==> src/ramio_pkg.sv <==
//----------------------------------------------------------------------------
// shared constants for the load/store front end: bus widths, the I/O map,
// access-size codes and UART timing. imported by every RTL module
//----------------------------------------------------------------------------

package ramio_pkg;

  // client bus widths
  localparam int ADDR_W = 32;
  localparam int DATA_W = 32;

  // on-chip RAM, address bits 11:2 pick the word
  localparam int RAM_WORD_BITS = 10;
  localparam int RAM_WORDS     = 1 << RAM_WORD_BITS;

  //--------------------------------------------------------------------------
  // I/O map at the top of the address space
  //--------------------------------------------------------------------------
  // low nibble only, 0 = led on
  localparam logic [ADDR_W-1:0] ADDR_LED      = 32'hffff_fffc;
  localparam logic [ADDR_W-1:0] ADDR_UART_OUT = 32'hffff_fff8;
  localparam logic [ADDR_W-1:0] ADDR_UART_IN  = 32'hffff_fff4;

  // value seen in an idle uart holding register
  localparam logic [DATA_W-1:0] IO_IDLE = '1;

  // access sizes, low bits of read_type and all of write_type
  localparam logic [1:0] SIZE_NONE = 2'b00;
  localparam logic [1:0] SIZE_BYTE = 2'b01;
  localparam logic [1:0] SIZE_HALF = 2'b10;
  localparam logic [1:0] SIZE_WORD = 2'b11;

  // read_type bit that asks for sign extension
  localparam int LOAD_SIGNED_BIT = 2;

  //--------------------------------------------------------------------------
  // UART
  //--------------------------------------------------------------------------
  localparam int CLKS_PER_BIT = 16;
  localparam int CLK_CNT_W    = $clog2(CLKS_PER_BIT);

  // frame FSM states, shared by transmitter and receiver
  localparam logic [2:0] UART_IDLE  = 3'd0;
  localparam logic [2:0] UART_START = 3'd1;
  localparam logic [2:0] UART_DATA  = 3'd2;
  localparam logic [2:0] UART_STOP  = 3'd3;
  localparam logic [2:0] UART_DONE  = 3'd4;

endpackage

==> src/io_regs.sv <==
//----------------------------------------------------------------------------
// I/O register file at the top of the map: LED nibble, UART transmit and
// receive holding words. runs the go handshakes towards both UARTs
//----------------------------------------------------------------------------
`timescale 1ns/1ps

module io_regs
  import ramio_pkg::*;
(
  input  logic              clk,
  input  logic              rst_n,
  input  logic              enable,
  input  logic [2:0]        read_type,
  input  logic [1:0]        write_type,
  input  logic [ADDR_W-1:0] address,
  input  logic [DATA_W-1:0] data_in,
  input  logic              tx_busy,
  input  logic [7:0]        rx_data,
  input  logic              rx_data_ready,
  output logic              io_hit,
  output logic [DATA_W-1:0] io_rdata,
  output logic [3:0]        led,
  output logic              tx_go,
  output logic [7:0]        tx_data,
  output logic              rx_go
);

  logic              hit_led;
  logic              hit_out;
  logic              hit_in;
  logic              io_rd;
  logic              io_wr;
  logic [DATA_W-1:0] tx_word;
  logic [DATA_W-1:0] rx_word;

  // the only address compare in the design
  assign hit_led = address == ADDR_LED;
  assign hit_out = address == ADDR_UART_OUT;
  assign hit_in  = address == ADDR_UART_IN;
  assign io_hit  = hit_led || hit_out || hit_in;

  // register side effects need an enabled request
  assign io_rd = enable && (read_type[1:0] != SIZE_NONE);
  assign io_wr = enable && (write_type != SIZE_NONE);

  always_comb begin
    io_rdata = '0;
    if (hit_out) io_rdata = tx_word;
    if (hit_in) io_rdata = rx_word;
    if (hit_led) io_rdata = {{(DATA_W-4){1'b0}}, led};
  end

  // transmitter latches the byte when it starts the frame
  assign tx_data = tx_word[7:0];

  always_ff @(posedge clk) begin
    if (!rst_n) begin
      led     <= 4'b1111;
      tx_word <= IO_IDLE;
      tx_go   <= 1'b0;
      rx_word <= IO_IDLE;
      rx_go   <= 1'b1;
    end else begin
      // reading the receive word consumes it
      if (io_rd && hit_in) begin
        rx_word <= IO_IDLE;
      end else if (rx_go && rx_data_ready) begin
        // copy and ack; an unread byte is overwritten
        rx_word <= {{(DATA_W-8){1'b0}}, rx_data};
        rx_go   <= 1'b0;
      end
      // ack lasts one cycle, then re-arm
      if (!rx_go) begin
        rx_go <= 1'b1;
      end

      // frame done, release go and show idle
      if (tx_go && !tx_busy) begin
        tx_go   <= 1'b0;
        tx_word <= IO_IDLE;
      end
      if (io_wr && hit_out) begin
        tx_word <= {{(DATA_W-8){1'b0}}, data_in[7:0]};
        tx_go   <= 1'b1;
      end

      if (io_wr && hit_led) begin
        led <= data_in[3:0];
      end
    end
  end

endmodule

==> config.mk <==
export PLATFORM = sky130hd
export DESIGN_NAME = io_regs
export DESIGN_NICKNAME = d
export VERILOG_FILES = /design/src/ramio_pkg.sv /design/src/io_regs.sv
export SDC_FILE = /design/constraint.sdc
export NUM_CORES = 1
export LEC_CHECK = 0
export BUFFER_PORTS_ARGS = -buffer_cell sky130_fd_sc_hd__buf_4
export CORE_UTILIZATION = 37
export CTS_BUF_LIST = sky130_fd_sc_hd__clkbuf_16
export DETAILED_ROUTE_END_ITERATION = 16
export GPL_TIMING_DRIVEN = 0
export PLACE_DENSITY = 0.81
export SYNTH_ARGS = -nofsm -noshare
export SYNTH_HDL_FRONTEND = slang
export SYNTH_SLANG_ARGS = --single-unit
==> constraint.sdc <==
create_clock -name clk -period 3.6 [get_ports clk]
set_input_delay 0.72 -clock clk [delete_from_list [all_inputs] [get_ports clk]]
set_output_delay 0.72 -clock clk [all_outputs]
set_load 0.02 [all_outputs]
# After elaboration in Yosys (flattened, before gate mapping)
# Cells that the tools add are included.
[word_totals]
input_bits = 82
output_inout_bits = 47
regBits = 70
elab_cells = 33
[op_classes]
n_mux = 8
bitwise_logic = 2
n_eq_ne = 3
n_reduce_logical = 15
[ops]
columns = ["op", "count"]
rows = [
  ["two-way mux 32 bit", 5],
  ["equality test 32 bit, second input constant", 3],
  ["logical AND 1 bit", 7],
  ["nonzero test 2 bit", 3],
  ["two-way mux 1 bit", 3],
  ["OR reduction 3 bit", 1],
  ["logical OR 1 bit", 2],
  ["inverter 1 bit", 2],
  ["OR reduction 2 bit", 1],
  ["zero test 1 bit", 1],
]

# Logic depth before layout (Yosys ltp)
[depth]
depth_word = 4
mapped_depth = 6
depth_no_buf = 4

# Worst setup path before layout
# No wires, ideal clock.
[synth_path]
kind = "in2out"
start = "input address[0]"
end = "output io_rdata[10]"
required_time_ns = 2.880
arrival_ns = 2.887
cell_stages = 6
path_buffers = 2
path_slack_ns = -0.007
cell_sequence = "nand4bb_1 -> nor4_2 -> nand2_1 -> clkbuf_1 -> nor2_1 -> buf_4"
[synth_between]
elab_chain_cells = 4
word_cells_on_any_way = 6
classes_between = "eq/ne (3); mux (3)"
[synth_lines]
columns = ["element", "line_no", "rtl"]
rows = [
  ["start, declared", "io_regs.sv:15", "input logic [ADDR_W-1:0] address,"],
  ["equality test 32 bit", "io_regs.sv:38", "assign hit_out = address == ADDR_UART_OUT;"],
  ["two-way mux 32 bit", "io_regs.sv:48", "if (hit_out) io_rdata = tx_word;"],
  ["two-way mux 32 bit", "io_regs.sv:49", "if (hit_in) io_rdata = rx_word;"],
  ["two-way mux 32 bit (*)", "io_regs.sv:50", "if (hit_led) io_rdata = {{(DATA_W-4){1'b0}}, led};"],
  ["end, declared", "io_regs.sv:21", "output logic [DATA_W-1:0] io_rdata,"],
]
# Every way passes the cells marked *; elsewhere a longest branch is shown, timed or not.

# Worst setup path in the final report
[layout_path]
start = "input address[0]"
end = "output io_rdata[28]"
# Same word-level chain as after synthesis.

==> flow_metrics.tcl <==
set metrics [dict create \
    die_y_um 63.4 \
    synthTopCellsByCount "32 x nor2_1, 31 x buf_4, 24 x dfxtp_1" \
    vias 1517 \
    synth_cells 175 \
    syn_nets 257 \
    min_to "rx_word[0]" \
    setup_viol 0 \
    grt.total_usage 0.189 \
    fin_hold_ws_ns 0.471 \
    grt_pass1_wl_um 6000 \
    status "finished, final reports clean" \
    synth_top_area_share 0.344 \
    worstPathArrival_ns 2.65 \
    place_hpwl_um 3130 \
    crit_slowest_cell "nor2_4" \
    critPathLaunchType "input pin" \
    worstSetupEndpointType "output pin" \
    max_freq_ghz 0.296 \
    hold_path.class "flip-flop to flip-flop" \
    total_power_uw 687 \
    ios 129 \
    rsz0062_at_grt "false" \
    worst_pin_slew_ns 0.760 \
    numCtsBuffers 3 \
    fin_cells 326 \
    r2r-start "tx_go" \
    yosysTopAreaCell "dfxtp_1" \
    crit_type "input pin to output pin" \
    synth_adder_area_share 0 \
    path_buf_inv 4 \
    htree_num_levels 1 \
    drc 0 \
    start_util 0.402 \
    post_cts_buffers 0 \
    cap_violations 0 \
    ys_seq_area_frac 0.344 \
    drive_above_1_share 0.518 \
    reg2reg_depth 4 \
    cts.repair.resized 1 \
    slew_violations 0 \
    yosys_most_used_dff "dfxtp_1" \
    die_w_um 63.4 \
    path_delay_family "simple AND/OR/NAND/NOR gates" \
    period_share 0.937 \
    antenna_left 0 \
    post-route-util 0.670 \
    coreArea_mm2 0.00347 \
    place_area_mm2 0.00221 \
    final_cell_area_mm2 0.00232 \
    num_rows 21 \
    placed_cells 322 \
    grt_pass1_vias 1311 \
    path_cells "buf_4 -> nand4bb_1 -> nor4_2 -> nand2_1 -> clkbuf_1 -> nor2_4 -> buf_4 -> buf_4" \
    clkLatencyLatePin_ns 0.26 \
    cts_buffer_depth 2 \
    min_path_cells 2 \
    slowest_delay_ns 0.47 \
    cts-root-buf "clkbuf_16" \
    r2r-end "tx_word[0]" \
    dr.pass1.iters 4 \
    synth_xor_area_frac 0 \
    numPortBuffers 101 \
    viasPerCell 4.65 \
    numClockSinks 24 \
    min_from "rx_word[0]" \
    synth.distinct_cells 28 \
    path_clk_slew_ns 0.06 \
    ys_seq_elements 24 \
    hold_violations 0 \
    synth_top_family_by_area "simple AND/OR/NAND/NOR gates" \
    grt_max_degree 25 \
    syn_area_mm2 0.00140 \
    reg2reg_slack_ns 2.39 \
    path_common_cell "buf_4" \
    synthSimpleGateAreaFrac 0.256 \
    dieArea_mm2 0.00402 \
    synth_warnings 0 \
    muxShareOfSynthArea 0.118 \
    area_growth_pct 66.5 \
    required_ns 2.88 \
    power_density_mw_per_mm2 296 \
    yosys-top-cells-area "dfxtp_1 34%, buf_4 17%, mux2i_1 8.6%" \
    grt-ovfl-total 0 \
    synth.most_common_cell "nor2_1" \
    avgRoutedWirePerCell_um 12.1 \
    antenna_found_initial 0 \
    leakagePower_nw 1.22 \
    layout.nets 363 \
    synthArstFlopShare 0 \
    synth_edf_count 0 \
    place_congestion 0.830 \
    num_antenna_cells 0 \
    vdd_drop_max_uv 256 \
    cts_hold_buf 0 \
    synth_compound_area_frac 0.0888 \
    avgSynthCellArea_um2 7.97 \
    worst-path-stages 8 \
    relSlewSlack 0.491 \
    tritoncts "yes" \
    critPathMaxFanout 24 \
    skew_ns 0.00134 \
    routed_wl_um 3950 \
    first_iter_violations 35 \
    period_needed_ns 3.37 \
]
where the power goes:
group / leakage [nW] / internal [mW] / total [mW] / switching, mW
Sequential: 0.197 / 0.274 / 0.279 / 0.00461
Combinational: 0.970 / 0.0540 / 0.0913 / 0.0374
Clock: 0.0511 / 0.221 / 0.317 / 0.0959
cells by family after synthesis:
family	after synthesis
compound gates	18
flops	24
simple gates	77
buf+inv	40
mux	16
registers in the layout, indices dropped and copies added (netlist names):
register	cells
led	4
rx_go	1
rx_word	9
tx_go	1
tx_word	9
metal layers:
metal / GRT usage / share of wire / routed length [µm]
met4: 0.0682 / 0.014 / 54
met1: 0.212 / 0.39 / 1530
met5: 0 / 0 / 0
met2: 0.340 / 0.50 / 1990
met3: 0.0489 / 0.096 / 380
through the flow:
| step | setup slack, ns | TNS (ns) |
|---|---|---|
| 6_report | 0.226 | 0 |
| 5_1_grt | 0.0569 | 0 |
| 4_1_cts | 0.224 | 0 |
| 3_5_place_dp | -0.0318 | -0.553 |
| 3_3_place_gp | 0.0140 | 0 |
| 2_1_floorplan | 0.375 | 0 |
worst max-delay path by stage:
| stage | startpoint | endpoint | slack, ns |
|---|---|---|---|
| 2_1_floorplan | address[0] | io_rdata[10] | 0.38 |
| 3_3_place_gp | address[0] | io_rdata[27] | 0.01 |
| 3_5_place_dp | address[0] | io_rdata[28] | -0.03 |
| 4_1_cts | address[0] | io_rdata[28] | 0.22 |
| 5_1_grt | address[0] | io_rdata[10] | 0.06 |
| 6_report | address[0] | io_rdata[28] | 0.23 |
cells in the final DEF, fill, tap and decap left out, types with 2 or more instances in the layout:
master,count
nor4_2,2
nor2b_1,2
nand2_1,21
and2_1,2
mux2i_1,12
a21oi_1,2
dfxtp_1,24
nor2_1,31
nand3_1,8
a22oi_1,9
clkbuf_1,4
nand4_1,8
buf_4,132
mux2_2,4
clkbuf_16,3
final cells by class:
type	instances	area, µm²
tap	46	57.6
clock inverter	1	30.0
inverter	2	7.51
buffer	38	262
multi-input combinational	111	653
timing repair buffer	101	758
clock buffer	3	75.1
sequential	24	480
fill	315	1140
worst register-to-register path, delay by kind of cell, from the launching register on:
kind,cells,cell delay [ns]
compound gates,1,0.49
buf+inv,1,0.06
flops,1,0.35
mux,1,0.14
simple gates,1,0.10
No activity file was read; power rests on OpenSTA's default activity.
