**src/ramio_pkg.sv**
```systemverilog
//----------------------------------------------------------------------------
// shared constants for the load/store front end: bus widths, the I/O map,
// access-size codes and UART timing. imported by every RTL module
//----------------------------------------------------------------------------

package ramio_pkg;

  // client bus widths
  localparam int ADDR_W = 32;
  localparam int DATA_W = 32;

  // on-chip RAM, address bits 11:2 pick the word
  localparam int RAM_WORD_BITS = 10;
  localparam int RAM_WORDS     = 1 << RAM_WORD_BITS;

  //--------------------------------------------------------------------------
  // I/O map at the top of the address space
  //--------------------------------------------------------------------------
  // low nibble only, 0 = led on
  localparam logic [ADDR_W-1:0] ADDR_LED      = 32'hffff_fffc;
  localparam logic [ADDR_W-1:0] ADDR_UART_OUT = 32'hffff_fff8;
  localparam logic [ADDR_W-1:0] ADDR_UART_IN  = 32'hffff_fff4;

  // value seen in an idle uart holding register
  localparam logic [DATA_W-1:0] IO_IDLE = '1;

  // access sizes, low bits of read_type and all of write_type
  localparam logic [1:0] SIZE_NONE = 2'b00;
  localparam logic [1:0] SIZE_BYTE = 2'b01;
  localparam logic [1:0] SIZE_HALF = 2'b10;
  localparam logic [1:0] SIZE_WORD = 2'b11;

  // read_type bit that asks for sign extension
  localparam int LOAD_SIGNED_BIT = 2;

  //--------------------------------------------------------------------------
  // UART
  //--------------------------------------------------------------------------
  localparam int CLKS_PER_BIT = 16;
  localparam int CLK_CNT_W    = $clog2(CLKS_PER_BIT);

  // frame FSM states, shared by transmitter and receiver
  localparam logic [2:0] UART_IDLE  = 3'd0;
  localparam logic [2:0] UART_START = 3'd1;
  localparam logic [2:0] UART_DATA  = 3'd2;
  localparam logic [2:0] UART_STOP  = 3'd3;
  localparam logic [2:0] UART_DONE  = 3'd4;

endpackage

```
**src/uart_rx.sv**
```systemverilog
//----------------------------------------------------------------------------
// 8N1 UART receiver. armed while rx_go is high; rx_data_ready holds with
// rx_data until the owner drops rx_go to acknowledge
//----------------------------------------------------------------------------
`timescale 1ns/1ps

module uart_rx
  import ramio_pkg::*;
(
  input  logic       clk,
  input  logic       rst_n,
  input  logic       uart_rx,
  input  logic       rx_go,
  output logic [7:0] rx_data,
  output logic       rx_data_ready
);

  logic [2:0]           state;
  logic [CLK_CNT_W-1:0] cnt;
  logic [2:0]           bit_idx;
  logic                 rx_meta;
  logic                 rx_sync;
  logic                 bit_end;
  logic                 half_end;

  assign bit_end  = cnt == CLK_CNT_W'(CLKS_PER_BIT - 1);
  assign half_end = cnt == CLK_CNT_W'(CLKS_PER_BIT / 2 - 1);

  assign rx_data_ready = state == UART_DONE;

  // two-flop synchronizer, line idles high
  always_ff @(posedge clk) begin
    if (!rst_n) begin
      rx_meta <= 1'b1;
      rx_sync <= 1'b1;
    end else begin
      rx_meta <= uart_rx;
      rx_sync <= rx_meta;
    end
  end

  always_ff @(posedge clk) begin
    if (!rst_n) begin
      state   <= UART_IDLE;
      cnt     <= '0;
      bit_idx <= '0;
    end else begin
      cnt <= cnt + 1'b1;
      case (state)
        UART_IDLE: begin
          cnt <= '0;
          if (rx_go && !rx_sync) state <= UART_START;
        end
        UART_START: begin
          // recheck low at mid start bit, a glitch goes back to idle
          if (half_end) begin
            cnt     <= '0;
            bit_idx <= '0;
            state   <= rx_sync ? UART_IDLE : UART_DATA;
          end
        end
        UART_DATA: begin
          // one full bit on, so each sample lands mid-bit
          if (bit_end) begin
            rx_data <= {rx_sync, rx_data[7:1]};
            bit_idx <= bit_idx + 1'b1;
            if (bit_idx == 3'd7) state <= UART_STOP;
          end
        end
        UART_STOP: begin
          // framing error drops the byte
          if (bit_end) state <= rx_sync ? UART_DONE : UART_IDLE;
        end
        default: begin
          if (!rx_go) state <= UART_IDLE;
        end
      endcase
    end
  end

endmodule

```
**config.mk**
```make
export PLATFORM = sky130hd
export DESIGN_NAME = uart_rx
export DESIGN_NICKNAME = d
export VERILOG_FILES = /design/src/ramio_pkg.sv /design/src/uart_rx.sv
export SDC_FILE = /design/constraint.sdc
export NUM_CORES = 1
export LEC_CHECK = 0
export BUFFER_PORTS_ARGS = -buffer_cell sky130_fd_sc_hd__buf_4
export CAP_MARGIN = 10
export CORE_MARGIN = 3
export CORE_UTILIZATION = 53
export DETAILED_ROUTE_END_ITERATION = 12
export PLACE_DENSITY_LB_ADDON = 0.3
export SETUP_SLACK_MARGIN = 0.5
export SYNTH_ARGS = -nofsm -noshare
export SYNTH_HDL_FRONTEND = slang
export SYNTH_SLANG_ARGS = --single-unit
```
**constraint.sdc**
```tcl
create_clock -name clk -period 2.1 [get_ports clk]
set_input_delay 0.21 -clock clk [delete_from_list [all_inputs] [get_ports clk]]
set_output_delay 0.21 -clock clk [all_outputs]
set_load 0.01 [all_outputs]
```
After elaboration in Yosys (flattened, before gate mapping)
Index checks and enable logic that the tools add are counted.

word-level totals
  bits of input ports = 4
  logic and storage cells = 42
  register bits after elaboration = 20

operators by class
  reductions and logical operators = 7
  add/sub/neg operators = 2
  multiplexer cells = 14
  equality and inequality tests = 13

operator list
  cell                 number
  $mux 3               9
  $pmux 3 s4           1
  $ne 2x2->1 const B   5
  $pmux 4 s2           1
  $eq 3x2->1 const B   2
  $eq 3x3->1 const B   2
  $pmux 3 s2           1
  $reduce_and 3->1     2
  $reduce_and 6->1     1
  $ne 5x1->1 const B   1
  $add 4x1->4 const B  1
  $eq 4x3->1 const B   1
  $eq 4x4->1 const B   1
  $mux 4               1
  $add 3x1->3 const B  1
  $eq 3x1->1 const B   1
  $logic_not 3->1      1
  $mux 2               1
  $reduce_bool 2->1    1
  $logic_and 1x1->1    1
  $logic_not 1->1      1

Logic depth before layout (Yosys ltp)
  depth in word-level cells = 4
  mapped depth = 6
  depth with buffers taken out = 6

Least setup slack after synthesis
OpenSTA, ideal clock, no wires.

  path type = flip-flop to flip-flop
  from = reg cnt[0]
  to = reg rx_data[0], enable pin
  arrival = 1.272 ns
  setup slack = 0.496 ns
  period minus slack after synthesis = 1.604 ns
  cell stages (with the launch flop) = 5
  library setup time = 0.332 ns
  path buffers = 0
  required time = 1.768 ns
  cells stage by stage = dfxtp_1 -> ha_1 -> nand3_2 -> nor4b_1 -> and2_1

on the way
  cells in the longest elaborated chain, start to end = 2

RTL lines
  what                        line           source
  start: declaration          uart_rx.sv:19  logic [CLK_CNT_W-1:0] cnt;
  start signal: assignment    uart_rx.sv:48  cnt <= cnt + 1'b1;
  $eq 4x4->1                  uart_rx.sv:26  assign bit_end = cnt == CLK_CNT_W'(CLKS_PER_BIT - 1);
  $reduce_and 3->1 (no line)  n/a
  end signal: assignment      uart_rx.sv:65  rx_data <= {rx_sync, rx_data[7:1]};
  end: declaration            uart_rx.sv:14  output logic [7:0] rx_data,

No other way between the ends.
A chain may end at the register's enable or synchronous reset.

Worst setup path after layout
  from = reg cnt[0]
  to = reg bit_idx[1]

on the way
  cells in the longest elaborated chain, start to end = 3
  elaborated cells between the ends (all ways) = 5
  classes of those cells = eq/ne (4); reduce/logical (1)

RTL lines
  what                                      line                          source
  $eq 4x3->1 or $eq 4x4->1 (tied branches)  uart_rx.sv:27, uart_rx.sv:26
  $ne 2x2->1 (no line)                      n/a
  $reduce_and 3->1 (no line) (*)            n/a
  end signal: assignment                    uart_rx.sv:66                 bit_idx <= bit_idx + 1'b1;
  end: declaration                          uart_rx.sv:20                 logic [2:0] bit_idx;

Mark *: on every way between the ends. The rest lies on a longest branch, timed or not.

==> flow_summary.toml <==
[clock_tree]
postCtsSetupRepairBufs = 0
clock_tree.root_cell = "clkbuf_4"
htreeDepth = 1
clock_path_buffers = 2
cts_buffers = 3
clock_latency_ns = 0.30
cts_tree = "yes"
clk_pin_slew_ns = 0.10
cts_sinks = 20
ctsHoldBuffers = 0

[detailed_routing]
vias = 616
drc = 0
drt-vias-per-instance = 5.55
drtPass1Iterations = 4
drt_iter0_drc = 6
wirelength_um = 1450
postRouteAntennaNets = 0
wl_per_cell_um = 13.0

[worst_setup_path]
rr_startpoint = "cnt[0]"
path_buf_inv = 0
slowest_delay_ns = 0.37
critical_path_class = "register to register"
path_cells = "ha_4, nand3_2, o22a_1, or3_1, a21oi_1"
crit_fanout = 5
cp_slowest_cell = "dfxtp_2"
critical_path.top_delay_family = "simple AND/OR/NAND/NOR gates"
crit_path_end_kind = "register"
critPathLaunch = "cnt[0]"
cp.arrival_ns = 1.73
critical_path.startpoint_type = "register"
worstPathRequired_ns = 2.33

[synthesis]
synth-xor-area-share_pct = 1.97
ys_ff_latch = 20
syn_area_um2 = 887
dominantRegCellSynth = "dfxtp_1"
synth_cells = 83
synthMuxAreaShare_pct = 2.26
synth_top_family_by_area = "simple AND/OR/NAND/NOR gates"
yosysSeqAreaShare_pct = 54.2
yosysUniqueCellTypes = 34
synth_compound_area_share_pct = 8.04
synth_fa_ha_area_share_pct = 4.23
yosysWarningCount = 0
synth_edf_count = 8
synth_nets = 90
synth-simple-area-share_pct = 26.7
synth.avg_cell_area_um2 = 10.7
ys_async_sr_fraction_pct = 0

[timing]
fin_tns_setup_ns = 0
finalCritPeriodShare_pct = 71.5
finClkSkew_ns = 0.00660
worst_pin_slew_ns = 0.372
maxSlewViolCount = 0
min_period_ns = 1.50
hold_viol = 0
rsz0062_at_grt = "no"
clock.fmax_mhz = 666
setup_viol = 0
slew_headroom_pct = 75.2

[die]
core_um2 = 1540
initial_core_util_pct = 57.5
io_pins = 13
die_x_um = 46.9
dieHeight_um = 46.9
die_area_um2 = 2200
rows = 14

[final_layout]
antenna_cells = 0
drive_gt1_share_pct = 28.4
syn2layout_area_growth_pct = 18.3
final_nets = 103
final_util_pct = 68.1

[hold_path]
worstHoldStart = "uart_rx"
hp-class = "input pin to register"

[job]
drv_cap = 0

[global_routing]
track_usage_pct = 17.0
grt_max_degree = 18
first_global_vias = 604
busiest_layer = "met2"
antenna_found_initial = 0
grt-ovfl-total = 0
grt_pass1_wl_um = 2590
grtUsageMet1_pct = 21.6
grt.met2_usage_pct = 25.5
gr-usage-met3_pct = 7.66

[pwr]
power.leakage_nw = 0.393
peakVddDrop_mv = 0.547
power_density_nw_per_um2 = 756

[placement]
numPortBuffers = 12
place.gp.congestion = 0.806
dp_hpwl_um = 1050

[run_status]
status = "complete, no violations"
==> power breakdown <==
part	total, mW	internal, mW	switching, mW	leakage [nW]
registers	0.463	0.420	0.0430	0.171
clock network	0.213	0.106	0.107	0.0210
logic	0.117	0.0641	0.0528	0.201
==> repair_timing <==
action / CTS / global route
endpoints found under the setup margin: 8 / 14
gates resized for setup: 3 / 7
pin swaps: 0 / 1
endpoints found under the hold margin: 0 / 0
==> state kept, by name (all words and copies together) (netlist names) <==
| register | cells |
|---|---|
| state | 3 |
| rx_meta | 1 |
| bit_idx | 3 |
| rx_sync | 1 |
| cnt | 4 |
| rx_data | 8 |
==> layout by cell type, fill, tap and decap left out, drive strengths merged, types with 3 or more instances in the layout <==
master / n
or3: 3
nor2: 6
nor2b: 4
nand3: 3
dfxtp: 12
a21oi: 3
nand2b: 7
edfxtp: 8
clkbuf: 4
ha: 3
nand2: 5
o21ai: 3
buf: 12
==> final timing paths <==
| kind | endpoint | slack [ns] | depth (start not counted) |
|---|---|---|---|
| setup / recovery | bit_idx[1] | 0.60 | 5 |
| setup reg to reg | bit_idx[1] | 0.60 | 5 |
| hold reg to reg | rx_sync | 0.43 | 1 |
| hold / removal | rx_meta | 0.1 | 2 |
==> worst register-to-register path, cell delays in order, from the launching register on <==
cell and delay [ns]:
dfxtp_2 0.37, ha_4 0.16, nand3_2 0.13, o22a_1 0.28
or3_1 0.36, a21oi_1 0.14
==> kinds of logic after synthesis <==
group,Yosys count
and+or+nand+nor,40
DFF,20
AOI/OAI and AO/OA,11
buffers and inverters,5
adders and majority gates,3
xor gates and xnor gates,2
muxes,2
==> cell type report <==
type,instances,area (µm²)
inverters,1,3.75
clock buffers,4,36.3
multi-input cells,58,413
flip-flops and latches,20,487
repair buffers,12,90.1
fillers,123,492
well taps,16,20.0
==> through the flow <==
stage          worst slack (ns)  cell area, µm²  power (mW)  instances  hold slack [ns]
3_5_place_dp              0.373             978       0.577        107            0.402
5_1_grt                   0.506            1050       0.847        111           0.0862
6_report                  0.597            1050       0.793        111           0.0977
2_1_floorplan             0.569             888       0.557         83            0.311
4_1_cts                   0.524            1020       0.790        111           0.0955
3_3_place_gp              0.491             978       0.572        107            0.403
==> synth_stat cells, types with 2 or more instances <==
library cell  count  share of area (%)
nand4_1           2                1.4
ha_1              3                4.2
nand2b_2          2                2.0
mux2i_1           2                2.3
a21oi_1           3                1.7
clkbuf_1          2               0.85
or3_1             3                2.1
nand4b_1          2                2.0
and2_1            2                1.4
o21ai_1           2                1.1
nor2_1            6                2.5
nand3_1           2                1.1
nand2b_1          5                3.5
nor3_1            2                1.1
nand2_1           5                2.1
edfxtp_1          8                 27
nor2b_1           4                2.8
dfxtp_1          12                 27
==> per-layer routing <==
layer / vias up / share of wire [%] / wire length [µm]
met5: - / 0 / 0
met4: 0 / 0.97 / 14
met3: 2 / 5.7 / 82
met2: 10 / 47 / 674
met1: 283 / 47 / 677
li1: 321 / - / -
(Power assumes the default switching activity.)
