`config.mk`:
```
export PLATFORM = sky130hd
export DESIGN_NAME = uart_tx
export DESIGN_NICKNAME = d
export VERILOG_FILES = /design/src/ramio_pkg.sv /design/src/uart_tx.sv
export SDC_FILE = /design/constraint.sdc
export NUM_CORES = 1
export LEC_CHECK = 0
export ABC_AREA = 0
export BUFFER_PORTS_ARGS = -buffer_cell sky130_fd_sc_hd__buf_4
export CAP_MARGIN = 0
export CORE_UTILIZATION = 45
export DETAILED_ROUTE_END_ITERATION = 7
export GPL_TIMING_DRIVEN = 1
export HOLD_SLACK_MARGIN = 0.05
export PLACE_DENSITY = 0.71
export SLEW_MARGIN = 20
export SYNTH_ARGS = -nofsm -noshare
export SYNTH_HDL_FRONTEND = slang
export SYNTH_SLANG_ARGS = --single-unit
```
`constraint.sdc`:
```
create_clock -name clk -period 1.6 [get_ports clk]
set_input_delay 0.32 -clock clk [delete_from_list [all_inputs] [get_ports clk]]
set_output_delay 0.32 -clock clk [all_outputs]
set_load 0.05 [all_outputs]
```
`src/ramio_pkg.sv`:
```
//----------------------------------------------------------------------------
// shared constants for the load/store front end: bus widths, the I/O map,
// access-size codes and UART timing. imported by every RTL module
//----------------------------------------------------------------------------

package ramio_pkg;

  // client bus widths
  localparam int ADDR_W = 32;
  localparam int DATA_W = 32;

  // on-chip RAM, address bits 11:2 pick the word
  localparam int RAM_WORD_BITS = 10;
  localparam int RAM_WORDS     = 1 << RAM_WORD_BITS;

  //--------------------------------------------------------------------------
  // I/O map at the top of the address space
  //--------------------------------------------------------------------------
  // low nibble only, 0 = led on
  localparam logic [ADDR_W-1:0] ADDR_LED      = 32'hffff_fffc;
  localparam logic [ADDR_W-1:0] ADDR_UART_OUT = 32'hffff_fff8;
  localparam logic [ADDR_W-1:0] ADDR_UART_IN  = 32'hffff_fff4;

  // value seen in an idle uart holding register
  localparam logic [DATA_W-1:0] IO_IDLE = '1;

  // access sizes, low bits of read_type and all of write_type
  localparam logic [1:0] SIZE_NONE = 2'b00;
  localparam logic [1:0] SIZE_BYTE = 2'b01;
  localparam logic [1:0] SIZE_HALF = 2'b10;
  localparam logic [1:0] SIZE_WORD = 2'b11;

  // read_type bit that asks for sign extension
  localparam int LOAD_SIGNED_BIT = 2;

  //--------------------------------------------------------------------------
  // UART
  //--------------------------------------------------------------------------
  localparam int CLKS_PER_BIT = 16;
  localparam int CLK_CNT_W    = $clog2(CLKS_PER_BIT);

  // frame FSM states, shared by transmitter and receiver
  localparam logic [2:0] UART_IDLE  = 3'd0;
  localparam logic [2:0] UART_START = 3'd1;
  localparam logic [2:0] UART_DATA  = 3'd2;
  localparam logic [2:0] UART_STOP  = 3'd3;
  localparam logic [2:0] UART_DONE  = 3'd4;

endpackage

```
`src/uart_tx.sv`:
```
//----------------------------------------------------------------------------
// 8N1 UART transmitter. raise tx_go to send tx_data, wait for tx_busy to
// fall, then drop tx_go before the next frame
//----------------------------------------------------------------------------
`timescale 1ns/1ps

module uart_tx
  import ramio_pkg::*;
(
  input  logic       clk,
  input  logic       rst_n,
  input  logic       tx_go,
  input  logic [7:0] tx_data,
  output logic       uart_tx,
  output logic       tx_busy
);

  logic [2:0]           state;
  logic [CLK_CNT_W-1:0] cnt;
  logic [2:0]           bit_idx;
  logic [7:0]           shreg;
  logic                 bit_end;

  assign bit_end = cnt == CLK_CNT_W'(CLKS_PER_BIT - 1);

  // busy already in the go cycle, so the owner does not see a gap
  assign tx_busy = (state == UART_IDLE) ? tx_go : (state != UART_DONE);

  always_ff @(posedge clk) begin
    if (!rst_n) begin
      state   <= UART_IDLE;
      cnt     <= '0;
      bit_idx <= '0;
      uart_tx <= 1'b1;
    end else begin
      cnt <= bit_end ? '0 : cnt + 1'b1;
      case (state)
        UART_IDLE: begin
          cnt     <= '0;
          uart_tx <= 1'b1;
          if (tx_go) begin
            // start bit goes out right away
            shreg   <= tx_data;
            uart_tx <= 1'b0;
            state   <= UART_START;
          end
        end
        UART_START: begin
          if (bit_end) begin
            uart_tx <= shreg[0];
            bit_idx <= '0;
            state   <= UART_DATA;
          end
        end
        UART_DATA: begin
          if (bit_end) begin
            // lsb first
            shreg <= shreg >> 1;
            if (bit_idx == 3'd7) begin
              uart_tx <= 1'b1;
              state   <= UART_STOP;
            end else begin
              uart_tx <= shreg[1];
              bit_idx <= bit_idx + 1'b1;
            end
          end
        end
        UART_STOP: begin
          if (bit_end) state <= UART_DONE;
        end
        default: begin
          // hold until the owner acks by dropping go
          if (!tx_go) state <= UART_IDLE;
        end
      endcase
    end
  end

endmodule

```
* Word level (Yosys, flattened, before mapping)
Cells that the tools add are included.
** Cells by class
- Reduce and logical (&&, ||, !) cells :: 9
- Mux-type cells :: 20
- Eq/ne operators :: 13
- Bitwise gates (word level) :: 1
- Add/subtract/negate cells :: 2
** Operators by type and width (number)
- 3-bit 2-to-1 mux :: 9
- 8-bit 2-to-1 mux :: 2
- 8-bit one-hot mux with 2 select lines :: 1
- 2-bit inequality test (second input constant) :: 6
- 3-bit one-hot mux with 4 select lines :: 1
- 4-bit AND reduction :: 2
- 3-bit by 2-bit equality test with 1-bit output (second input constant) :: 2
- 3-bit one-hot mux with 2 select lines :: 1
- 6-bit AND reduction :: 1
- 1-bit 2-to-1 mux :: 5
- 5-bit by 1-bit inequality test with 1-bit output (second input constant) :: 1
- 4-bit by 1-bit adder with 4-bit output (second input constant) :: 1
- 4-bit equality test (second input constant) :: 1
- 2-bit nonzero test :: 2
- 3-bit by 1-bit adder with 3-bit output (second input constant) :: 1
- 3-bit by 1-bit equality test with 1-bit output (second input constant) :: 1
- 3-bit equality test (second input constant) :: 1
- 3-bit zero test :: 1
- 3-bit inequality test (second input constant) :: 1
- 1-bit one-hot mux with 3 select lines :: 1
- 3-bit AND reduction :: 1
- 3-bit nonzero test :: 1
- 3-bit OR reduction :: 1
- 1-bit NOT :: 1
** Word-level totals
- Output and inout bits :: 2
- Flip-flop bits (word level) :: 19
- Input port bits :: 11

* Logic depth before layout (Yosys ltp)
- Word-level depth :: 4
- Gate-level depth with buffers :: 6
- Depth with buffers taken out :: 6

* Worst setup path after synthesis
No wires, ideal clock.
- Path kind :: register to output
- From :: reg state[2]
- To :: out tx_busy
- Arrival time :: 1638 ps
- Required time :: 1280 ps
- Path buffers :: 1
- Setup slack :: -358 ps
- Cell stages (with the launch flop) :: 3
- Cell sequence :: dfxtp_1 -> clkbuf_1 -> o21ai_0
** Between the ends
- Cells in the longest elaborated chain, start to end :: 2
- Elaborated cells between the ends (all ways) :: 3
- Classes of those cells :: eq/ne: 1; mux: 1; reduce/logical: 1
** Ends and longest elaborated chain
- start: declaration :: line uart_tx.sv:18 : logic [2:0] state;
- start signal: assignment :: line uart_tx.sv:31 : state <= UART_IDLE;
- start signal: assignment :: line uart_tx.sv:45 : state <= UART_START;
- start signal: assignment :: line uart_tx.sv:52 : state <= UART_DATA;
- 3-bit inequality test / 3-bit zero test (equally long branches) :: line uart_tx.sv:27 : assign tx_busy = (state == UART_IDLE) ? tx_go : (state != UART_DONE);
- 1-bit 2-to-1 mux (*) :: line uart_tx.sv:27
- end: declaration :: line uart_tx.sv:15 : output logic tx_busy
Every way passes the cells marked *; elsewhere a longest branch is shown, timed or not.

* Worst setup path after layout
- From :: reg bit_idx[1]
- To :: reg bit_idx[1]
** Between the ends
- Cells in the longest elaborated chain, start to end :: 4
- Elaborated cells between the ends (all ways) :: 7
- Classes of those cells :: add/sub: 1; eq/ne: 2; mux: 3; reduce/logical: 1
** Ends and longest elaborated chain
- start: declaration :: line uart_tx.sv:20 : logic [2:0] bit_idx;
- start signal: assignment :: line uart_tx.sv:64 : bit_idx <= bit_idx + 1'b1;
- 3-bit by 1-bit adder with 3-bit output :: line uart_tx.sv:64
- 3-bit 2-to-1 mux :: line uart_tx.sv:59 : if (bit_idx == 3'd7) begin
- 3-bit 2-to-1 mux :: line uart_tx.sv:56 : if (bit_end) begin
- 3-bit one-hot mux with 2 select lines :: line uart_tx.sv:37 : case (state)
Parallel ways exist; a longest one is shown, timed or not. The select of a mux whose other input is x is not followed.
A chain may end at the register's enable or synchronous reset.

==> impl_metrics.yaml <==
global_route:
  track_usage_pct: 17.9
  grt_pass1_vias: 646
  grt_overflow: 0
  grt_max_degree: 13
  antenna_found_initial: 0
  grt_pass1_wl_um: 2730
timing:
  tns_ps: -49.5
  setup_viol: 2
  rsz0062_at_grt: "yes"
  max_freq_ghz: 0.612
  finalClockSkew_ps: 2.71
  fin_crit_ps: 1630
  maxSlewViolCount: 0
  worst_pin_slew_ps: 317
  relSlewSlack_pct: 78.6
  fin_crit_sh_pct: 102
  layout_setup_ws_ps: -33.0
  finalHoldViolations: 0
critical_path:
  critPathMaxFanout: 3
  slowest_stage: "dfxtp_2"
  required_ps: 1800
  end_kind: "flop"
  crit_path_start_kind: "flop"
  worstSetupPathType: "flop to flop"
  critPathMaxStageDelay_ps: 350
  cp_top_family: "compound AO/OA/AOI/OAI gates"
  crit_buf_inv: 0
  path_cells: "ha_4 > ha_4 > or3b_1 > a211o_1 > a22oi_1 > nor2b_1"
  arrival_ps: 1830
  cp_common_cell: "ha_4"
synth:
  synthCells: 83
  ys.warnings.count: 0
  synth_edf_count: 8
  ys_seq_area_share_pct: 50.0
  ys_ff_latch: 19
  synth.top_cell.area_share_pct: 26.1
  postSynth.asyncResetShare_pct: 0
  synthFlopType: "dfxtp_1"
  synth_area_um2: 921
  netlist_top_cells_area: "edfxtp_1 (26%), dfxtp_1 (24%), mux2_2 (8.6%), ha_1 (4.1%), nor2_1 (2.9%)"
  ys_types: 34
  syn_area_per_cell_um2: 11.1
  synth_nets: 97
  yosysTopAreaCell: "edfxtp_1"
status:
  outcome: "finished with violations"
  violations: "negative setup slack"
floorplanning:
  die_area_mm2: 0.00223
  fp.dieW_um: 47.2
  die_h_um: 47.2
  core_mm2: 0.00182
  top_level_ports: 13
  start_util_pct: 50.6
  rows: 15
clocking:
  clk_transition_reported_paths_ps: 100
  cts_buffer_depth: 2
  cts_tree: "done"
  htree_levels: 1
  cts_made_buffers: 3
  clk_latency_ps: 300
  clock-sinks: 19
  post_cts_buffers: 0
  cts_root_buf: "clkbuf_4"
drt:
  drc: 0
  drt-initial-drc-count: 12
  drt_pass1_iterations: 4
  dr_total_vias: 702
  via_per_inst: 5.40
  post_drt_wl_per_cell_um: 12.9
  routed_wirelength_um: 1670
  postRouteAntennaNets: 0
power_and_ir_drop:
  p_seq_share_pct: 59.6
  p_per_area_mw_per_mm2: 762
  p_sw_w: 0.000221
  p_clk_share_pct: 27.1
  p_int_w: 0.000680
  pwr-share-comb_pct: 13.3
  leakage_nw: 0.441
  sw_frac_of_total_pct: 24.5
  peakVddDrop_mv: 0.523
layout:
  multi_input_area_um2: 480
  drive_gt1_share_pct: 43.8
  num-nets-final: 120
  seq_area_um2: 468
  n_fill_cell: 165
  area_growth_pct: 28.4
  antenna_cells: 0
  instances_no_fill: 130
place:
  dp_slack_ps: -53.9
  dp.cells: 126
  gp_congestion: 0.729
  io_buffers: 12
  dpl.hpwl_um: 1260
worst_hold_path:
  hp-class: "primary input to flop"
run:
  cap_violations: 0
cells in the final DEF, fill, tap and decap left out, types with 2 or more instances in the layout:
master | Yosys | final
nand3_1 | 3 | 3
nand2_1 | 4 | 4
dfxtp_2 | 0 | 3
inv_1 | 2 | 2
xor2_1 | 2 | 2
edfxtp_1 | 8 | 8
a21oi_1 | 3 | 3
mux2_2 | 7 | 7
dfxtp_1 | 11 | 7
nor2_1 | 7 | 7
buf_4 | 0 | 21
nor2b_1 | 4 | 4
o21ai_0 | 4 | 2
clkbuf_4 | 0 | 3
ha_4 | 0 | 2
cell type report:
| type | instances | area share [%] |
|---|---|---|
| repair buffers | 22 | 14.3 |
| clock buffers | 4 | 2.22 |
| multi-input cells | 58 | 40.6 |
| flip-flops and latches | 19 | 39.6 |
| well taps | 25 | 2.65 |
| inverters | 2 | 0.635 |
metal layers:
layer	part of all wire, %	global-route usage [%]	vias up
li1	-	-	349
met1	45	22.5	335
met2	51	29.0	14
met3	2.7	3.85	4
met4	1.0	8.57	0
met5	0	0	-
path summary, 6_finish.rpt:
check / start / cells past startpoint / slack (ps) / end
worst min register to register: cnt[0] / 1 / 460 / cnt[0]
worst max-delay path: bit_idx[1] / 6 / -30 / bit_idx[1]
worst max register to register: bit_idx[1] / 6 / -30 / bit_idx[1]
worst min-delay path: rst_n / 2 / 270 / uart_tx
per-stage QoR:
| stage | hold slack, ps | total power [W] | instance area (um^2) | util (%) |
|---|---|---|---|---|
| after global placement | 429 | 0.000656 | 1130 | 62.0 |
| after detailed placement | 438 | 0.000661 | 1130 | 62.0 |
| after CTS | 275 | 0.000901 | 1160 | 63.6 |
| after global routing | 262 | 0.000938 | 1180 | 64.9 |
| final | 269 | 0.000901 | 1180 | 64.9 |
| after floorplan | 418 | 0.000613 | 948 | - |
power groups by stage:
stage	clock network [W]	logic, W	registers (W)
2_1_floorplan	0	0.0000592	0.000554
3_3_place_gp	0	0.000109	0.000546
3_5_place_dp	0	0.000113	0.000548
4_1_cts	0.000250	0.000114	0.000537
5_1_grt	0.000267	0.000132	0.000539
6_report	0.000244	0.000120	0.000537
registers in the layout, indices dropped and copies added (netlist names):
| signal | cells |
|---|---|
| shreg | 8 |
| cnt | 4 |
| bit_idx | 3 |
| uart_tx | 1 |
| state | 3 |
Yosys cell counts (2+ instances only):
master     n
inv_1      2
nor2b_1    4
dfxtp_1   11
nand3_1    3
a21oi_1    3
xor2_1     2
edfxtp_1   8
o21ai_0    4
ha_1       3
mux2_2     7
a22oi_1    2
clkbuf_1   3
nor2_1     7
nand2_1    4
timing repair:
action	CTS	global route
hold endpoints to repair	0	0
pin swaps	1	0
resized for setup	2	7
hold buffers	0	0
setup endpoints to repair	4	5
kinds of logic after synthesis:
| family | after synthesis | synth area share (%) |
|---|---|---|
| and+or+nand+nor | 26 | 16.8 |
| xor gates and xnor gates | 2 | 1.90 |
| AOI/OAI and AO/OA | 18 | 13.9 |
| buffers and inverters | 6 | 2.58 |
| adders and majority gates | 4 | 5.16 |
| DFF | 19 | 50.0 |
| muxes | 8 | 9.65 |
(Power assumes the default switching activity.)
