==> src/ramio_pkg.sv <==
//----------------------------------------------------------------------------
// shared constants for the load/store front end: bus widths, the I/O map,
// access-size codes and UART timing. imported by every RTL module
//----------------------------------------------------------------------------

package ramio_pkg;

  // client bus widths
  localparam int ADDR_W = 32;
  localparam int DATA_W = 32;

  // on-chip RAM, address bits 11:2 pick the word
  localparam int RAM_WORD_BITS = 10;
  localparam int RAM_WORDS     = 1 << RAM_WORD_BITS;

  //--------------------------------------------------------------------------
  // I/O map at the top of the address space
  //--------------------------------------------------------------------------
  // low nibble only, 0 = led on
  localparam logic [ADDR_W-1:0] ADDR_LED      = 32'hffff_fffc;
  localparam logic [ADDR_W-1:0] ADDR_UART_OUT = 32'hffff_fff8;
  localparam logic [ADDR_W-1:0] ADDR_UART_IN  = 32'hffff_fff4;

  // value seen in an idle uart holding register
  localparam logic [DATA_W-1:0] IO_IDLE = '1;

  // access sizes, low bits of read_type and all of write_type
  localparam logic [1:0] SIZE_NONE = 2'b00;
  localparam logic [1:0] SIZE_BYTE = 2'b01;
  localparam logic [1:0] SIZE_HALF = 2'b10;
  localparam logic [1:0] SIZE_WORD = 2'b11;

  // read_type bit that asks for sign extension
  localparam int LOAD_SIGNED_BIT = 2;

  //--------------------------------------------------------------------------
  // UART
  //--------------------------------------------------------------------------
  localparam int CLKS_PER_BIT = 16;
  localparam int CLK_CNT_W    = $clog2(CLKS_PER_BIT);

  // frame FSM states, shared by transmitter and receiver
  localparam logic [2:0] UART_IDLE  = 3'd0;
  localparam logic [2:0] UART_START = 3'd1;
  localparam logic [2:0] UART_DATA  = 3'd2;
  localparam logic [2:0] UART_STOP  = 3'd3;
  localparam logic [2:0] UART_DONE  = 3'd4;

endpackage

==> src/load_store_unit.sv <==
//----------------------------------------------------------------------------
// combinational load/store datapath. steers store data onto RAM byte lanes,
// extracts and extends loads, and picks RAM or I/O read data for the client
//----------------------------------------------------------------------------
`timescale 1ns/1ps

module load_store_unit
  import ramio_pkg::*;
(
  input  logic                     enable,
  input  logic [2:0]               read_type,
  input  logic [1:0]               write_type,
  input  logic [ADDR_W-1:0]        address,
  input  logic [DATA_W-1:0]        data_in,
  input  logic                     io_hit,
  input  logic [DATA_W-1:0]        io_rdata,
  input  logic [DATA_W-1:0]        ram_rdata,
  input  logic                     ram_rvalid,
  output logic                     ram_en,
  output logic [RAM_WORD_BITS-1:0] ram_word_addr,
  output logic [3:0]               ram_wstrb,
  output logic [DATA_W-1:0]        ram_wdata,
  output logic [DATA_W-1:0]        data_out,
  output logic                     data_out_ready
);

  logic              is_read;
  logic              is_write;
  logic              ld_signed;
  logic [7:0]        ld_byte;
  logic [15:0]       ld_half;
  logic [DATA_W-1:0] load_data;

  assign is_read   = read_type[1:0] != SIZE_NONE;
  assign is_write  = write_type != SIZE_NONE;
  assign ld_signed = read_type[LOAD_SIGNED_BIT];

  // RAM sees only non-I/O accesses, higher address bits fold onto the array
  assign ram_en        = enable && !io_hit && (is_read || is_write);
  assign ram_word_addr = address[RAM_WORD_BITS+1:2];

  //--------------------------------------------------------------------------
  // store lane steering
  //--------------------------------------------------------------------------
  always_comb begin
    ram_wstrb = 4'b0000;
    ram_wdata = '0;
    if (enable && !io_hit) begin
      case (write_type)
        SIZE_BYTE: begin
          // byte copied to every lane, the strobe picks one
          ram_wdata = {4{data_in[7:0]}};
          ram_wstrb = 4'b0001 << address[1:0];
        end
        SIZE_HALF: begin
          ram_wdata = {2{data_in[15:0]}};
          // odd address writes nothing
          if (!address[0]) begin
            ram_wstrb = address[1] ? 4'b1100 : 4'b0011;
          end
        end
        SIZE_WORD: begin
          ram_wdata = data_in;
          ram_wstrb = 4'b1111;
        end
        default: ;
      endcase
    end
  end

  //--------------------------------------------------------------------------
  // load extraction and extension
  //--------------------------------------------------------------------------
  assign ld_byte = ram_rdata[{address[1:0], 3'b000} +: 8];
  assign ld_half = address[1] ? ram_rdata[31:16] : ram_rdata[15:0];

  always_comb begin
    load_data = '0;
    case (read_type[1:0])
      SIZE_BYTE: load_data = {{(DATA_W-8){ld_signed & ld_byte[7]}}, ld_byte};
      SIZE_HALF: begin
        // misaligned half word reads as zero
        if (!address[0]) begin
          load_data = {{(DATA_W-16){ld_signed & ld_half[15]}}, ld_half};
        end
      end
      SIZE_WORD: load_data = ram_rdata;
      default: ;
    endcase
  end

  // I/O answers from the register file, everything else from RAM
  assign data_out = io_hit ? io_rdata : load_data;

  // I/O and stores finish at once; RAM loads wait for the registered word
  always_comb begin
    data_out_ready = 1'b0;
    if (enable) begin
      if (io_hit || is_write) begin
        data_out_ready = 1'b1;
      end else if (is_read) begin
        data_out_ready = ram_rvalid;
      end
    end
  end

endmodule

==> config.mk <==
export PLATFORM = sky130hd
export DESIGN_NAME = load_store_unit
export DESIGN_NICKNAME = d
export VERILOG_FILES = /design/src/ramio_pkg.sv /design/src/load_store_unit.sv
export SDC_FILE = /design/constraint.sdc
export NUM_CORES = 1
export LEC_CHECK = 0
export ABC_AREA = 1
export BUFFER_PORTS_ARGS = -buffer_cell sky130_fd_sc_hd__buf_2
export CAP_MARGIN = 20
export CORE_AREA = 3 3 83 85
export DETAILED_ROUTE_END_ITERATION = 8
export DIE_AREA = 0 0 86 88
export PLACE_DENSITY = 0.73
export SETUP_SLACK_MARGIN = 0.3
export SLEW_MARGIN = 10
export SYNTH_ARGS = -nofsm -noshare
export SYNTH_HDL_FRONTEND = slang
export SYNTH_SLANG_ARGS = --single-unit
export TNS_END_PERCENT = 100
==> constraint.sdc <==
create_clock -name vclk -period 1.7
set_input_delay 0.425 -clock vclk [all_inputs]
set_output_delay 0.425 -clock vclk [all_outputs]
set_load 0.05 [all_outputs]
# Word-level counts from Yosys, hierarchy flattened
# Index checks and enable logic that the tools add are counted.
[totals] register_bits=0 in_bits=136 elab_cells=30
[classes] n_eq_ne=6 shift=2 n_mux=13 bitwise=2 n_reduce_logical=7
[ops] cell="one-hot mux 32 bit (3 select lines)" count=2
[ops] cell="two-way mux 32 bit" count=3
[ops] cell="indexed part select 32 x 6 -> 8 bit" count=1
[ops] cell="two-way mux 16 bit" count=1
[ops] cell="two-way mux 4 bit" count=3
[ops] cell="one-hot mux 4 bit (3 select lines)" count=1
[ops] cell="equality test 2 bit, second input constant" count=4
[ops] cell="equality test 2 x 1 -> 1 bit, second input constant" count=2
[ops] cell="nonzero test 2 bit" count=2
[ops] cell="left shift 1 x 2 -> 4 bit, first input constant" count=1
[ops] cell="two-way mux 1 bit" count=3
[ops] cell="bitwise AND 1 bit" count=2
[ops] cell="logical AND 1 bit" count=2
[ops] cell="logical OR 1 bit" count=2
[ops] cell="logical NOT 1 bit" count=1

# Longest topological paths before layout
[logic_depth] word_depth=5 depth_mapped=10 mapped_depth_nobuf=9

# Worst setup path before layout
# No wires, ideal clock.
[synth_timing] path_type="input to output" start="in write_type[0]" end="out ram_wdata[16]" t_arrival_ps=2215 t_required_ps=1275 setup_slack_ps=-940 cell_stages=4 n_path_buf=2 path_cell_list="buf_2 nand2_1 clkbuf_1 a211oi_1"
[synth_between] elab_chain_len=3 word_cells_on_any_way=5 classes_between="eq/ne: 3; mux: 2"
[synth_rtl] item="start, declared" line="load_store_unit.sv:12" rtl="input logic [1:0] write_type,"
[synth_rtl] item="equality test 2 bit or equality test 2 x 1 -> 1 bit (tied branches)" line="load_store_unit.sv:49" rtl="case (write_type)"
[synth_rtl] item="one-hot mux 32 bit (3 select lines) (*)" line="load_store_unit.sv:49"
[synth_rtl] item="two-way mux 32 bit (*)" line="load_store_unit.sv:48" rtl="if (enable && !io_hit) begin"
[synth_rtl] item="end, declared" line="load_store_unit.sv:22" rtl="output logic [DATA_W-1:0] ram_wdata,"
# Mark *: on every way between the ends. The rest lies on a longest branch, timed or not.

# Final worst setup path
[layout_timing] start="in read_type[1]" end="out data_out[31]"
[layout_between] elab_chain_len=3 word_cells_on_any_way=5 classes_between="eq/ne: 3; mux: 2"
[layout_rtl] item="start, declared" line="load_store_unit.sv:11" rtl="input logic [2:0] read_type,"
[layout_rtl] item="equality test 2 bit or equality test 2 x 1 -> 1 bit (tied branches)" line="load_store_unit.sv:79" rtl="case (read_type[1:0])"
[layout_rtl] item="one-hot mux 32 bit (3 select lines) (*)" line="load_store_unit.sv:79"
[layout_rtl] item="two-way mux 32 bit (*)" line="load_store_unit.sv:93" rtl="assign data_out = io_hit ? io_rdata : load_data;"
[layout_rtl] item="end, declared" line="load_store_unit.sv:23" rtl="output logic [DATA_W-1:0] data_out,"
# Marks and branches as above.

==> impl_metrics.tcl <==
set metrics [dict create \
    timing.critical_path.slowest_cell_delay_ns 0.19 \
    failed_checks "setup timing" \
    grt_util_met1 0.368 \
    globalplace.congestion 0.930 \
    routed_wirelength_um 14700 \
    synthDominantCellAreaShare 0.530 \
    antenna_found_initial 0 \
    cpLargestDelayFamily "simple AND/OR/NAND/NOR gates" \
    tightestPinTransition_ns 0.324 \
    timing.critical_path.cells "buf_12 > inv_12 > nor2_4 > buf_12 > nand4_4 > nand2_2 > inv_2 > nand2_1 > nand2_2 > nand2_4 > buf_8" \
    final-setup-viol-count 68 \
    fin_tns_setup_ns -9.91 \
    timing.final.max_slew_violations 0 \
    core_region_area_um2 6280 \
    required_ns 1.27 \
    worstSetupEndpointType "output port" \
    synthesized_area_fraction_occupied_by_ao_oa_aoi_and_oai_cells 0.138 \
    clock_power_share 0 \
    post-place-ws_ns -0.534 \
    wl_per_cell_um 19.2 \
    grt_start_max_net_pins 31 \
    worst_slew_margin_rel 0.783 \
    netlist_area_um2 1910 \
    crit_path_start "read_type[1]" \
    result_of_the_run "finished, violations left" \
    antenna_left 0 \
    start_kind "primary input" \
    globalRouteOverflowTotal 0 \
    count_of_final_hold_check_violations 0 \
    ys_warn_count 0 \
    post_drt_via_cell_ratio 5.49 \
    nClkBuffers 0 \
    start_util 0.305 \
    drv.max_cap_violation_count 0 \
    powerDensity_nw_per_um2 337 \
    chipHeight_um 88 \
    dr.pass1.iters 5 \
    drive_above_1_share 0.721 \
    global_route_met2_utilization 0.685 \
    cells_taking_the_most_area_after_synthesis "sky130_fd_sc_hd__nand2_1, sky130_fd_sc_hd__inv_1, sky130_fd_sc_hd__buf_4" \
    synth.mux.area_fraction 0 \
    drcViolationCount 0 \
    static-leakage-power_nw 2.93 \
    area_growth_pct 198 \
    finalNetCount 827 \
    gr-max-usage-layer "met2" \
    final.fill_count 250 \
    setup.worst_path.class "in2out" \
    final_critical_period_ns 1.97 \
    min-delay-start "address[3]" \
    combinational_family_with_the_most_area_after_synthesis "simple AND/OR/NAND/NOR gates" \
    power.share.sequential 0 \
    iter_0_drt_violations 308 \
    hpwl_um 7900 \
    synth_commonest_cells "sky130_fd_sc_hd__nand2_1, sky130_fd_sc_hd__inv_1, sky130_fd_sc_hd__inv_2, sky130_fd_sc_hd__nand3_1, sky130_fd_sc_hd__nor2_1" \
    hold-worst-slack_ns 0.850 \
    synthDistinctLibCells 20 \
    die_x_um 86 \
    synthesis.instances 452 \
    power.total_mw 1.93 \
    clock.fmax_ghz 0.508 \
    grt_use_met3 0.0762 \
    wire_length_of_the_first_global_routing_pass_um 21600 \
    gr-usage-all-layers 0.359 \
    fp.dieArea_um2 7570 \
    worst-path-stages 11 \
    power.net_switching_mw 1.13 \
    min_period_over_period 1.16 \
    worst_hold_path_type "in2out" \
    stdcell_count 766 \
    rsz0062_at_grt "true" \
    synth_adder_area_share 0 \
    ios 216 \
    synthesis.nets 588 \
    synth-seq-area-share 0 \
    placementRows 29 \
    post_synth_simple_gate_area 0.644 \
    combPwrFrac 1.000 \
    post-synth-top-count-cell "sky130_fd_sc_hd__nand2_1" \
    route.vias.total 4202 \
    crit_buf_inv 5 \
    antennaDiodeCount 0 \
    ir_worst_vdd_mv 0.294 \
    yosys_top_cell_by_area "sky130_fd_sc_hd__nand2_1" \
    crit_end "data_out[31]" \
    power_switching_share 0.585 \
    sequential_cell_area_um2 0 \
    postSynthAreaPerCell_um2 4.23 \
    numSequentialCells 0 \
    setup_slack_ns -0.269 \
    internal-power_mw 0.799 \
    synth-xor-area-share 0 \
    placement.io_buffers 176 \
    critical_path_peak_fanout 8 \
    grt_pass1_vias 4348 \
    worst_ep_arrival_time_ns 1.54 \
    cpMaxStageDelayCell "sky130_fd_sc_hd__nor2_4" \
    placed_cells 741 \
]
[what timing repair did]
action / CTS / global route
hold buffers: 0 / 0
resized for setup: 322 / 76
endpoints found under the setup margin: 70 / 70
setup buffers: 15 / 3
pin swaps: 77 / 52
endpoints found under the hold margin: 0 / 0
gates cloned: 7 / 0
[power by group through the flow]
stage               clock [mW]  combinational (mW)  sequential [mW]
CTS                          0                1.77                0
floorplan                    0                1.00                0
detailed placement           0                1.35                0
global placement             0                1.34                0
finish                       0                1.93                0
global route                 0                2.01                0
[metal layers]
| layer | wire (um) | vias to the layer above |
|---|---|---|
| met4 | 1100 | 0 |
| met2 | 7480 | 334 |
| met5 | 0 | - |
| met1 | 4810 | 1912 |
| li1 | - | 1849 |
| met3 | 1350 | 107 |
[stage by stage]
stage / cell area [um2] / util
floorplan: 2880 / -
global placement: 4110 / 0.654
detailed placement: 4110 / 0.654
CTS: 5430 / 0.865
global route: 5710 / 0.909
finish: 5710 / 0.909
[layout by cell type (no fill, tap or decap), drive strengths merged]
master    netlist  layout
inv            64      53
o21ai          16      16
clkinv          0       3
nor2           20      20
nand4           1       2
nand2         270     270
a211oi          7       7
a221oi          2       2
a21oi          13      13
nand3          22      25
clkinvlp        0       8
a21boi          1       1
o211ai          5       5
bufbuf          0       1
buf            23     263
[layout make-up]
cell class	count	area [um2]	share of cell area
Timing Repair Buffer	264	2550	0.448
Tap cell	77	96.3	0.0169
Multi-Input combinational cell	361	2700	0.473
Inverter	64	359	0.0629
[worst min path at each step]
stage | to | cells after the start | slack, ns
final | ram_word_addr[1] | 0 | 0.85
after CTS | ram_word_addr[1] | 0 | 0.85
after detailed placement | ram_word_addr[1] | 0 | 0.85
after global routing | ram_word_addr[4] | 0 | 0.85
after floorplan | ram_word_addr[0] | 1 | 1.02
after global placement | ram_word_addr[1] | 0 | 0.85
[cell families (layout without fill, tap and decap cells)]
group | after synthesis | after routing
simple gates | 313 | 317
buf+inv | 95 | 328
compound gates | 44 | 44
Power figures use the tool's default switching activity.
